===== src/design/ita_consts.svh =====
/* sizing constants for the tile controller
   include in every file that needs a lane count, tile size or width */

`ifndef ITA_CONSTS_SVH
`define ITA_CONSTS_SVH

`define ITA_N 4
`define ITA_M 8
`define ITA_BEATS ((`ITA_M * `ITA_M) / `ITA_N)
`define ITA_FIFO_DEPTH 4

`define ITA_DIM_W 10
`define ITA_CNT_W 8
`define ITA_BIAS_W 24

`endif


===== src/design/ita_ctrl_pkg.sv =====
/* sequencing types: step state, layer request, counters, dimensions
   referenced by scoped name from the controller modules */

`default_nettype none

`include "ita_consts.svh"

package ita_ctrl_pkg;

  typedef enum logic [1:0] {
    Idle   = 2'd0,
    MatMul = 2'd1, // linear layer
    F1     = 2'd2,
    F2     = 2'd3
  } step_e;

  typedef enum logic {
    Linear      = 1'b0,
    Feedforward = 1'b1
  } layer_e;

  typedef logic [`ITA_CNT_W-1:0] counter_t;
  typedef logic [`ITA_DIM_W-1:0] dim_t;

endpackage

`default_nettype wire


===== src/design/ita_data_pkg.sv =====
/* datapath lane types for the bias and requant pad stage
   referenced by scoped name, never imported */

`default_nettype none

`include "ita_consts.svh"

package ita_data_pkg;

  typedef logic signed [`ITA_BIAS_W-1:0] bias_lane_t;

  typedef bias_lane_t [`ITA_N-1:0] bias_vec_t;

  // one keep bit per lane
  typedef logic [`ITA_N-1:0] lane_mask_t;

endpackage

`default_nettype wire


===== src/design/ita_controller_top.sv =====
/* tile sequencing controller for linear and feedforward layers
   issue gate -> sequencer -> pad mask -> bias and requant pad registers */

`timescale 1ns/1ps
`default_nettype none

`include "ita_consts.svh"

module ita_controller_top (
  input  logic                     clk_i,
  input  logic                     rst_ni,
  input  logic                     start_i,
  input  ita_ctrl_pkg::layer_e      layer_i,
  input  ita_ctrl_pkg::dim_t        seq_length_i,
  input  ita_ctrl_pkg::dim_t        proj_space_i,
  input  ita_ctrl_pkg::dim_t        embed_size_i,
  input  ita_ctrl_pkg::dim_t        ff_size_i,
  input  ita_ctrl_pkg::counter_t    tile_s_i,
  input  ita_ctrl_pkg::counter_t    tile_p_i,
  input  ita_ctrl_pkg::counter_t    tile_e_i,
  input  ita_ctrl_pkg::counter_t    tile_f_i,
  input  logic                     inp_valid_i,
  output logic                     inp_ready_o,
  input  logic                     weight_valid_i,
  output logic                     weight_ready_o,
  input  logic                     bias_valid_i,
  output logic                     bias_ready_o,
  input  logic                     oup_valid_i,
  input  logic                     oup_ready_i,
  input  ita_data_pkg::bias_vec_t   bias_i,
  input  logic                     requant_add_i, // broadcast to all lanes
  output logic                     calc_en_o,
  output ita_ctrl_pkg::step_e       step_o,
  output logic                     first_inner_tile_o,
  output logic                     last_inner_tile_o,
  output ita_ctrl_pkg::counter_t    tile_x_o,
  output ita_ctrl_pkg::counter_t    tile_y_o,
  output ita_ctrl_pkg::counter_t    inner_tile_o,
  output ita_data_pkg::bias_vec_t   bias_pad_o,
  output ita_data_pkg::lane_mask_t  requant_add_o,
  output logic                     pad_valid_o,
  output logic                     busy_o
);

  logic fire;
  logic active;
  ita_ctrl_pkg::counter_t beat;
  ita_data_pkg::lane_mask_t keep;

  assign calc_en_o = fire;
  assign busy_o    = active;

  ita_issue_gate ita_issue_gate_inst (
    .clk_i          (clk_i),
    .rst_ni         (rst_ni),
    .active_i       (active),
    .last_inner_i   (last_inner_tile_o),
    .inp_valid_i    (inp_valid_i),
    .weight_valid_i (weight_valid_i),
    .bias_valid_i   (bias_valid_i),
    .oup_valid_i    (oup_valid_i),
    .oup_ready_i    (oup_ready_i),
    .inp_ready_o    (inp_ready_o),
    .weight_ready_o (weight_ready_o),
    .bias_ready_o   (bias_ready_o),
    .fire_o         (fire)
  );

  ita_tile_sequencer ita_tile_sequencer_inst (
    .clk_i         (clk_i),
    .rst_ni        (rst_ni),
    .start_i       (start_i),
    .layer_i       (layer_i),
    .fire_i        (fire),
    .tile_s_i      (tile_s_i),
    .tile_p_i      (tile_p_i),
    .tile_e_i      (tile_e_i),
    .tile_f_i      (tile_f_i),
    .step_o        (step_o),
    .active_o      (active),
    .last_inner_o  (last_inner_tile_o),
    .first_inner_o (first_inner_tile_o),
    .beat_o        (beat),
    .tile_x_o      (tile_x_o),
    .tile_y_o      (tile_y_o),
    .inner_tile_o  (inner_tile_o)
  );

  ita_pad_mask ita_pad_mask_inst (
    .step_i       (step_o),
    .beat_i       (beat),
    .tile_x_i     (tile_x_o),
    .tile_y_i     (tile_y_o),
    .seq_length_i (seq_length_i),
    .proj_space_i (proj_space_i),
    .embed_size_i (embed_size_i),
    .ff_size_i    (ff_size_i),
    .keep_o       (keep)
  );

  ita_lane_pad_reg #(
    .lane_t (ita_data_pkg::bias_lane_t)
  ) bias_pad_inst (
    .clk_i   (clk_i),
    .rst_ni  (rst_ni),
    .load_i  (fire),
    .keep_i  (keep),
    .data_i  (bias_i),
    .data_o  (bias_pad_o),
    .valid_o (pad_valid_o)
  );

  // same strobe timing as the bias copy, its valid is not needed
  ita_lane_pad_reg #(
    .lane_t (logic)
  ) requant_pad_inst (
    .clk_i   (clk_i),
    .rst_ni  (rst_ni),
    .load_i  (fire),
    .keep_i  (keep),
    .data_i  ({`ITA_N{requant_add_i}}),
    .data_o  (requant_add_o),
    .valid_o ()
  );

endmodule

`default_nettype wire


===== src/design/ita_issue_gate.sv =====
/* operand handshake plus output credit counter
   fire_o marks a beat accepted on all three operand streams */

`timescale 1ns/1ps
`default_nettype none

`include "ita_consts.svh"

module ita_issue_gate (
  input  logic clk_i,
  input  logic rst_ni,
  input  logic active_i,
  input  logic last_inner_i,
  input  logic inp_valid_i,
  input  logic weight_valid_i,
  input  logic bias_valid_i,
  input  logic oup_valid_i,
  input  logic oup_ready_i,
  output logic inp_ready_o,
  output logic weight_ready_o,
  output logic bias_ready_o,
  output logic fire_o
);

  localparam int CREDIT_W = $clog2(`ITA_FIFO_DEPTH + 1);
  localparam logic [CREDIT_W-1:0] DEPTH = CREDIT_W'(`ITA_FIFO_DEPTH);

  logic [CREDIT_W-1:0] credit_q;
  logic stall;
  logic push;
  logic pop;

  assign stall = !active_i || (credit_q >= DEPTH); // output fifo full

  // cross-coupled readies, as in the accelerator datapath
  assign inp_ready_o    = stall ? 1'b0 : weight_valid_i;
  assign weight_ready_o = stall ? 1'b0 : inp_valid_i;
  assign bias_ready_o   = stall ? 1'b0 : weight_valid_i;

  assign fire_o = !stall && inp_valid_i && weight_valid_i && bias_valid_i;

  assign push = fire_o && last_inner_i; // result headed for the output fifo
  assign pop  = oup_valid_i && oup_ready_i;

  always_ff @(posedge clk_i or negedge rst_ni) begin
    if (!rst_ni) begin
      credit_q <= '0;
    end else if (push && !pop) begin
      credit_q <= credit_q + 1'b1;
    end else if (pop && !push) begin
      credit_q <= credit_q - 1'b1;
    end
  end

endmodule

`default_nettype wire


===== src/design/ita_lane_pad_reg.sv =====
/* registered pad stage for one N-lane payload
   masked lanes load as zero; valid_o pulses one cycle after load_i */

`timescale 1ns/1ps
`default_nettype none

`include "ita_consts.svh"

module ita_lane_pad_reg #(
  parameter type lane_t = logic
) (
  input  logic                     clk_i,
  input  logic                     rst_ni,
  input  logic                     load_i,
  input  ita_data_pkg::lane_mask_t keep_i,
  input  lane_t [`ITA_N-1:0]       data_i,
  output lane_t [`ITA_N-1:0]       data_o,
  output logic                     valid_o
);

  lane_t [`ITA_N-1:0] data_q;
  logic valid_q;

  always_ff @(posedge clk_i or negedge rst_ni) begin
    if (!rst_ni) begin
      valid_q <= 1'b0;
    end else begin
      valid_q <= load_i;
    end
  end

  always_ff @(posedge clk_i) begin
    if (load_i) begin
      for (int i = 0; i < `ITA_N; i++) begin
        data_q[i] <= keep_i[i] ? data_i[i] : lane_t'(0);
      end
    end
  end

  assign data_o  = data_q;
  assign valid_o = valid_q;

endmodule

`default_nettype wire


===== src/design/ita_pad_mask.sv =====
/* edge lane mask for the current beat
   rows past seq_length and columns past the step's output width are dropped */

`timescale 1ns/1ps
`default_nettype none

`include "ita_consts.svh"

module ita_pad_mask (
  input  ita_ctrl_pkg::step_e      step_i,
  input  ita_ctrl_pkg::counter_t   beat_i,
  input  ita_ctrl_pkg::counter_t   tile_x_i,
  input  ita_ctrl_pkg::counter_t   tile_y_i,
  input  ita_ctrl_pkg::dim_t       seq_length_i,
  input  ita_ctrl_pkg::dim_t       proj_space_i,
  input  ita_ctrl_pkg::dim_t       embed_size_i,
  input  ita_ctrl_pkg::dim_t       ff_size_i,
  output ita_data_pkg::lane_mask_t keep_o
);

  // room for tile index times M plus the in-tile offset
  localparam int POS_W = `ITA_CNT_W + $clog2(`ITA_M) + 1;

  logic [POS_W-1:0] row, col_base;
  ita_ctrl_pkg::dim_t col_dim;

  always_comb begin
    case (step_i)
      ita_ctrl_pkg::F1: col_dim = ff_size_i;
      ita_ctrl_pkg::F2: col_dim = embed_size_i;
      default:          col_dim = proj_space_i; // MatMul
    endcase
  end

  assign row      = POS_W'(beat_i % `ITA_M) + POS_W'(tile_y_i) * POS_W'(`ITA_M);
  assign col_base = POS_W'((beat_i / `ITA_M) * `ITA_N) + POS_W'(tile_x_i) * POS_W'(`ITA_M);

  always_comb begin
    keep_o = '0;
    if (row < POS_W'(seq_length_i)) begin
      for (int i = 0; i < `ITA_N; i++) begin
        keep_o[i] = (col_base + POS_W'(i)) < POS_W'(col_dim);
      end
    end
  end

endmodule

`default_nettype wire


===== src/design/ita_tile_sequencer.sv =====
/* step FSM with nested beat, inner tile and outer tile counters
   advances one beat per fire; linear runs MatMul, feedforward runs F1 then F2 */

`timescale 1ns/1ps
`default_nettype none

`include "ita_consts.svh"

module ita_tile_sequencer (
  input  logic                  clk_i,
  input  logic                  rst_ni,
  input  logic                  start_i,
  input  ita_ctrl_pkg::layer_e   layer_i,
  input  logic                  fire_i,
  input  ita_ctrl_pkg::counter_t tile_s_i,
  input  ita_ctrl_pkg::counter_t tile_p_i,
  input  ita_ctrl_pkg::counter_t tile_e_i,
  input  ita_ctrl_pkg::counter_t tile_f_i,
  output ita_ctrl_pkg::step_e    step_o,
  output logic                  active_o,
  output logic                  last_inner_o,
  output logic                  first_inner_o,
  output ita_ctrl_pkg::counter_t beat_o,
  output ita_ctrl_pkg::counter_t tile_x_o,
  output ita_ctrl_pkg::counter_t tile_y_o,
  output ita_ctrl_pkg::counter_t inner_tile_o
);

  localparam ita_ctrl_pkg::counter_t LAST_BEAT = ita_ctrl_pkg::counter_t'(`ITA_BEATS - 1);

  ita_ctrl_pkg::step_e    step_d, step_q;
  ita_ctrl_pkg::counter_t beat_d, beat_q;
  ita_ctrl_pkg::counter_t inner_d, inner_q;
  ita_ctrl_pkg::counter_t x_d, x_q;
  ita_ctrl_pkg::counter_t y_d, y_q;
  ita_ctrl_pkg::counter_t inner_lim, x_lim;
  logic last_beat, last_inner, last_x, last_y;

  // per-step loop bounds
  always_comb begin
    inner_lim = tile_e_i;
    x_lim     = tile_p_i;
    case (step_q)
      ita_ctrl_pkg::F1: x_lim = tile_f_i;
      ita_ctrl_pkg::F2: begin
        inner_lim = tile_f_i;
        x_lim     = tile_e_i;
      end
      default: ;
    endcase
  end

  assign last_beat  = (beat_q == LAST_BEAT);
  assign last_inner = (inner_q == inner_lim - 1'b1);
  assign last_x     = (x_q == x_lim - 1'b1);
  assign last_y     = (y_q == tile_s_i - 1'b1);

  always_comb begin
    step_d  = step_q;
    beat_d  = beat_q;
    inner_d = inner_q;
    x_d     = x_q;
    y_d     = y_q;
    if (step_q == ita_ctrl_pkg::Idle) begin
      beat_d  = '0;
      inner_d = '0;
      x_d     = '0;
      y_d     = '0;
      if (start_i) begin
        step_d = (layer_i == ita_ctrl_pkg::Feedforward) ? ita_ctrl_pkg::F1 : ita_ctrl_pkg::MatMul;
      end
    end else if (fire_i) begin
      beat_d = beat_q + 1'b1;
      if (last_beat) begin // end of tile
        beat_d  = '0;
        inner_d = inner_q + 1'b1;
        if (last_inner) begin
          inner_d = '0;
          x_d     = x_q + 1'b1;
          if (last_x) begin
            x_d = '0;
            y_d = y_q + 1'b1;
            if (last_y) begin // end of step
              y_d    = '0;
              step_d = (step_q == ita_ctrl_pkg::F1) ? ita_ctrl_pkg::F2 : ita_ctrl_pkg::Idle;
            end
          end
        end
      end
    end
  end

  always_ff @(posedge clk_i or negedge rst_ni) begin
    if (!rst_ni) begin
      step_q  <= ita_ctrl_pkg::Idle;
      beat_q  <= '0;
      inner_q <= '0;
      x_q     <= '0;
      y_q     <= '0;
    end else begin
      step_q  <= step_d;
      beat_q  <= beat_d;
      inner_q <= inner_d;
      x_q     <= x_d;
      y_q     <= y_d;
    end
  end

  assign step_o        = step_q;
  assign active_o      = (step_q != ita_ctrl_pkg::Idle);
  assign last_inner_o  = active_o && last_inner;
  assign first_inner_o = (inner_q == '0);
  assign beat_o        = beat_q;
  assign tile_x_o      = x_q;
  assign tile_y_o      = y_q;
  assign inner_tile_o  = inner_q;

endmodule

`default_nettype wire


===== config.mk =====
export PLATFORM = sky130hd
export DESIGN_NAME = ita_controller_top
export DESIGN_NICKNAME = d
export VERILOG_FILES = /design/src/design/ita_ctrl_pkg.sv /design/src/design/ita_data_pkg.sv /design/src/design/ita_controller_top.sv /design/src/design/ita_issue_gate.sv /design/src/design/ita_lane_pad_reg.sv /design/src/design/ita_pad_mask.sv /design/src/design/ita_tile_sequencer.sv
export VERILOG_INCLUDE_DIRS = /design/src /design/src/design
export SDC_FILE = /design/constraint.sdc
export NUM_CORES = 1
export LEC_CHECK = 0
export CAP_MARGIN = 20
export CORE_UTILIZATION = 40
export DETAILED_ROUTE_END_ITERATION = 7
export DONT_BUFFER_PORTS = 1
export GPL_TIMING_DRIVEN = 0
export SLEW_MARGIN = 25
export SYNTH_ARGS = -nofsm -noshare
export SYNTH_HDL_FRONTEND = slang
export SYNTH_HIERARCHICAL = 1
export SYNTH_SLANG_ARGS = --single-unit

===== constraint.sdc =====
create_clock -name clk_i -period 9.4 [get_ports clk_i]
set_input_delay 0 -clock clk_i [delete_from_list [all_inputs] [get_ports clk_i]]
set_output_delay 0 -clock clk_i [all_outputs]
set_load 0.02 [all_outputs]

==> metrics.md <==
| Metric | Value |
|---|---|
| Status | `finished, final reports clean` |
| IO Count | `312` |
| RSZ-0062 raised after global routing | `false` |
| Resized cells post-CTS | `0` |
| Leakage Power | `3.96 nW` |
| DP Worst Slack | `4.51 ns` |
| Clk_lat worst skew | `0.42 ns` |
| Worst Setup End Kind | `flop` |
| Via count | `5854` |
| Fin crit share | `0.516` |
| DRT Pass-1 Iters | `4` |
| Clk buf depth | `2` |
| Initial drt markers | `302` |
| Slew headroom | `0.377` |
| GR peak layer | `met2` |
| Hold Crit Class | `input port to asynchronous set/reset pin` |
| RD Place Congestion | `0.848` |
| CP startpoint | `ita_tile_sequencer_inst/step_o[1]` |
| First-pass GRT wire length | `31600 um` |
| Power, Total | `1.59 mW` |
| Number of buffers created by CTS | `17` |
| Worst r2r src | `ita_tile_sequencer_inst/step_o[1]` |
| Gate Count Post-Synth | `699` |
| Met3 Usage GRT | `0.0559` |
| Worst-path maximum fanout | `15` |
| Met1 Track Usage GR | `0.218` |
| Initial core utilization | `0.414` |
| Number of vias per cell | `5.32` |
| CTS H-tree lvls | `4` |
| Total Die Area | `20200 um^2` |
| Placeable Area | `19000 um^2` |
| PwrDens | `161 nW/um^2` |
| Post-layout min period | `4.85 ns` |
| Register-to-Register Path Depth | `16` |
| Fin. max-slew vios | `0` |
| Total negative slack | `0 ns` |
| Area grow syn2layout | `25.8%` |
| Worst Clk Skew | `0.0112 ns` |
| Reg2reg end | `ita_tile_sequencer_inst/step_o[1]` |
| Total wire length | `21400 um` |
| Die Height | `142 um` |
| Critical path class | `flop to flop` |
| Number of global-route vias before repair | `5900` |
| Synth Area per Inst | `11.2 um^2` |
| WP data required | `9.71 ns` |
| Syn Std Cell Area | `7850 um^2` |
| TritonCTS clock tree | `yes` |
| Hold_buf cts | `106` |
| Share of cells above drive strength 1 | `0.106` |
| Fmax | `0.206 GHz` |
| Worst EP arrival | `5.16 ns` |
| Worst-path clk slew | `0.06 ns` |
| DRC errors left | `0` |
| FP Rows | `50` |
| Synth Warn # | `6` |
| Clk root buf | `clkbuf_16` |
| CTS sink count | `138` |
| Final hold violation count | `0` |
| Worst vdd ir | `0.125 mV` |
| Pin count of the biggest net entering global routing | `58` |
| Routed WL per cell | `19.4 um` |
| Port Buffers | `0` |
| R2r setup slk | `4.55 ns` |
| Tightest Pin Transition | `0.927 ns` |
| Net count, final | `1037` |
| Die Wd | `142 um` |
| # setup viols final | `0` |
| Setup slack after layout | `4.55 ns` |
| Max-cap violations | `0` |
| CP endpoint | `ita_tile_sequencer_inst/step_o[1]` |
| Net Count, Synth | `910` |
| Remaining antenna violation count after routing | `0` |
| Setup crit start kind | `flop` |
| Initial antenna violation count | `1` |
| Setup Fix Bufs, Post-CTS | `0` |
| GRT Overall Usage | `0.207` |
| GR Util met2 | `0.390` |
| HPWL Detailed | `15600 um` |
| GRT overflow | `0` |
-- worst min-delay path by stage --
stage          depth (start not counted)  startpoint                              end
2_1_floorplan                          0      rst_ni            bias_pad_inst/valid_o
3_3_place_gp                           0      rst_ni  ita_issue_gate_inst/credit_q[2]
3_5_place_dp                           0      rst_ni  ita_issue_gate_inst/credit_q[2]
4_1_cts                                2      rst_ni  ita_issue_gate_inst/credit_q[2]
5_1_grt                                2      rst_ni  ita_issue_gate_inst/credit_q[2]
6_report                               2      rst_ni  ita_issue_gate_inst/credit_q[2]
-- placed cells by master (no fill, tap or decap), types with 7 or more instances in the layout --
| cell type | n |
|---|---|
| nand3_1 | 19 |
| inv_1 | 24 |
| or3_1 | 7 |
| and2_1 | 96 |
| o21a_1 | 7 |
| clkbuf_16 | 17 |
| nor3_1 | 14 |
| nand2_1 | 50 |
| buf_6 | 10 |
| a21oi_1 | 21 |
| mux2i_1 | 19 |
| dlygate4sd3_1 | 105 |
| xor2_1 | 20 |
| o21ai_0 | 19 |
| ha_1 | 31 |
| nand4_1 | 10 |
| nor2_1 | 51 |
| and3_1 | 14 |
| edfxtp_1 | 100 |
| dfrtp_1 | 38 |
| xnor2_1 | 26 |
-- area by class of cell --
cell class	count	area, um^2
Clock buffer	18	429
Multi-Input combinational cell	515	3650
Clock inverter	14	131
Antenna cell	1	2.50
Buffer	22	175
Sequential cell	138	3950
Fill cell	1634	9080
Inverter	24	90.1
Timing Repair Buffer	108	1120
Tap cell	260	325
-- report_power, final --
group	internal, mW	switching [mW]
logic	0.103	0.104
registers	0.700	0.0556
clock network	0.347	0.283
-- registers in the layout, indices dropped and copies added (netlist names) --
register,count
bias_pad_inst/data_o,96
ita_tile_sequencer_inst/beat_o,8
ita_tile_sequencer_inst/inner_tile_o,8
ita_tile_sequencer_inst/tile_x_o,8
ita_tile_sequencer_inst/tile_y_o,8
requant_pad_inst/data_o,4
ita_issue_gate_inst/credit_q,3
ita_tile_sequencer_inst/step_o,2
bias_pad_inst/valid_o,1
-- per-stage QoR --
step | instance area (um^2) | instances | utilization | hold WS (ns)
2_1_floorplan | 7850 | 699 | - | -0.296
3_3_place_gp | 8170 | 959 | 0.431 | -0.294
3_5_place_dp | 8230 | 961 | 0.434 | -0.294
4_1_cts | 9860 | 1099 | 0.520 | 0.0188
5_1_grt | 9880 | 1100 | 0.521 | 0.0339
6_report | 9880 | 1100 | 0.521 | 0.0138
-- per-layer routing --
layer / wire, um / vias up
li1: - / 2759
met1: 7910 / 2837
met2: 11600 / 234
met3: 1490 / 24
met4: 394 / 0
met5: 0 / -
-- critical path, stage by stage (launching register included) --
cell       delay, ns
dfrtp_1         0.56
buf_2           0.25
buf_4           0.24
buf_2           0.25
nor2_1          0.15
inv_1           0.19
clkbuf_1        0.60
nand3b_1        0.17
inv_1           0.21
and3_4          0.42
nand4_1         0.17
nor2_1          0.38
nand2_1         0.16
a2111oi_4       0.36
buf_6           0.19
nand2_2         0.08
a211o_1         0.32
No activity file was read; power rests on OpenSTA's default activity.
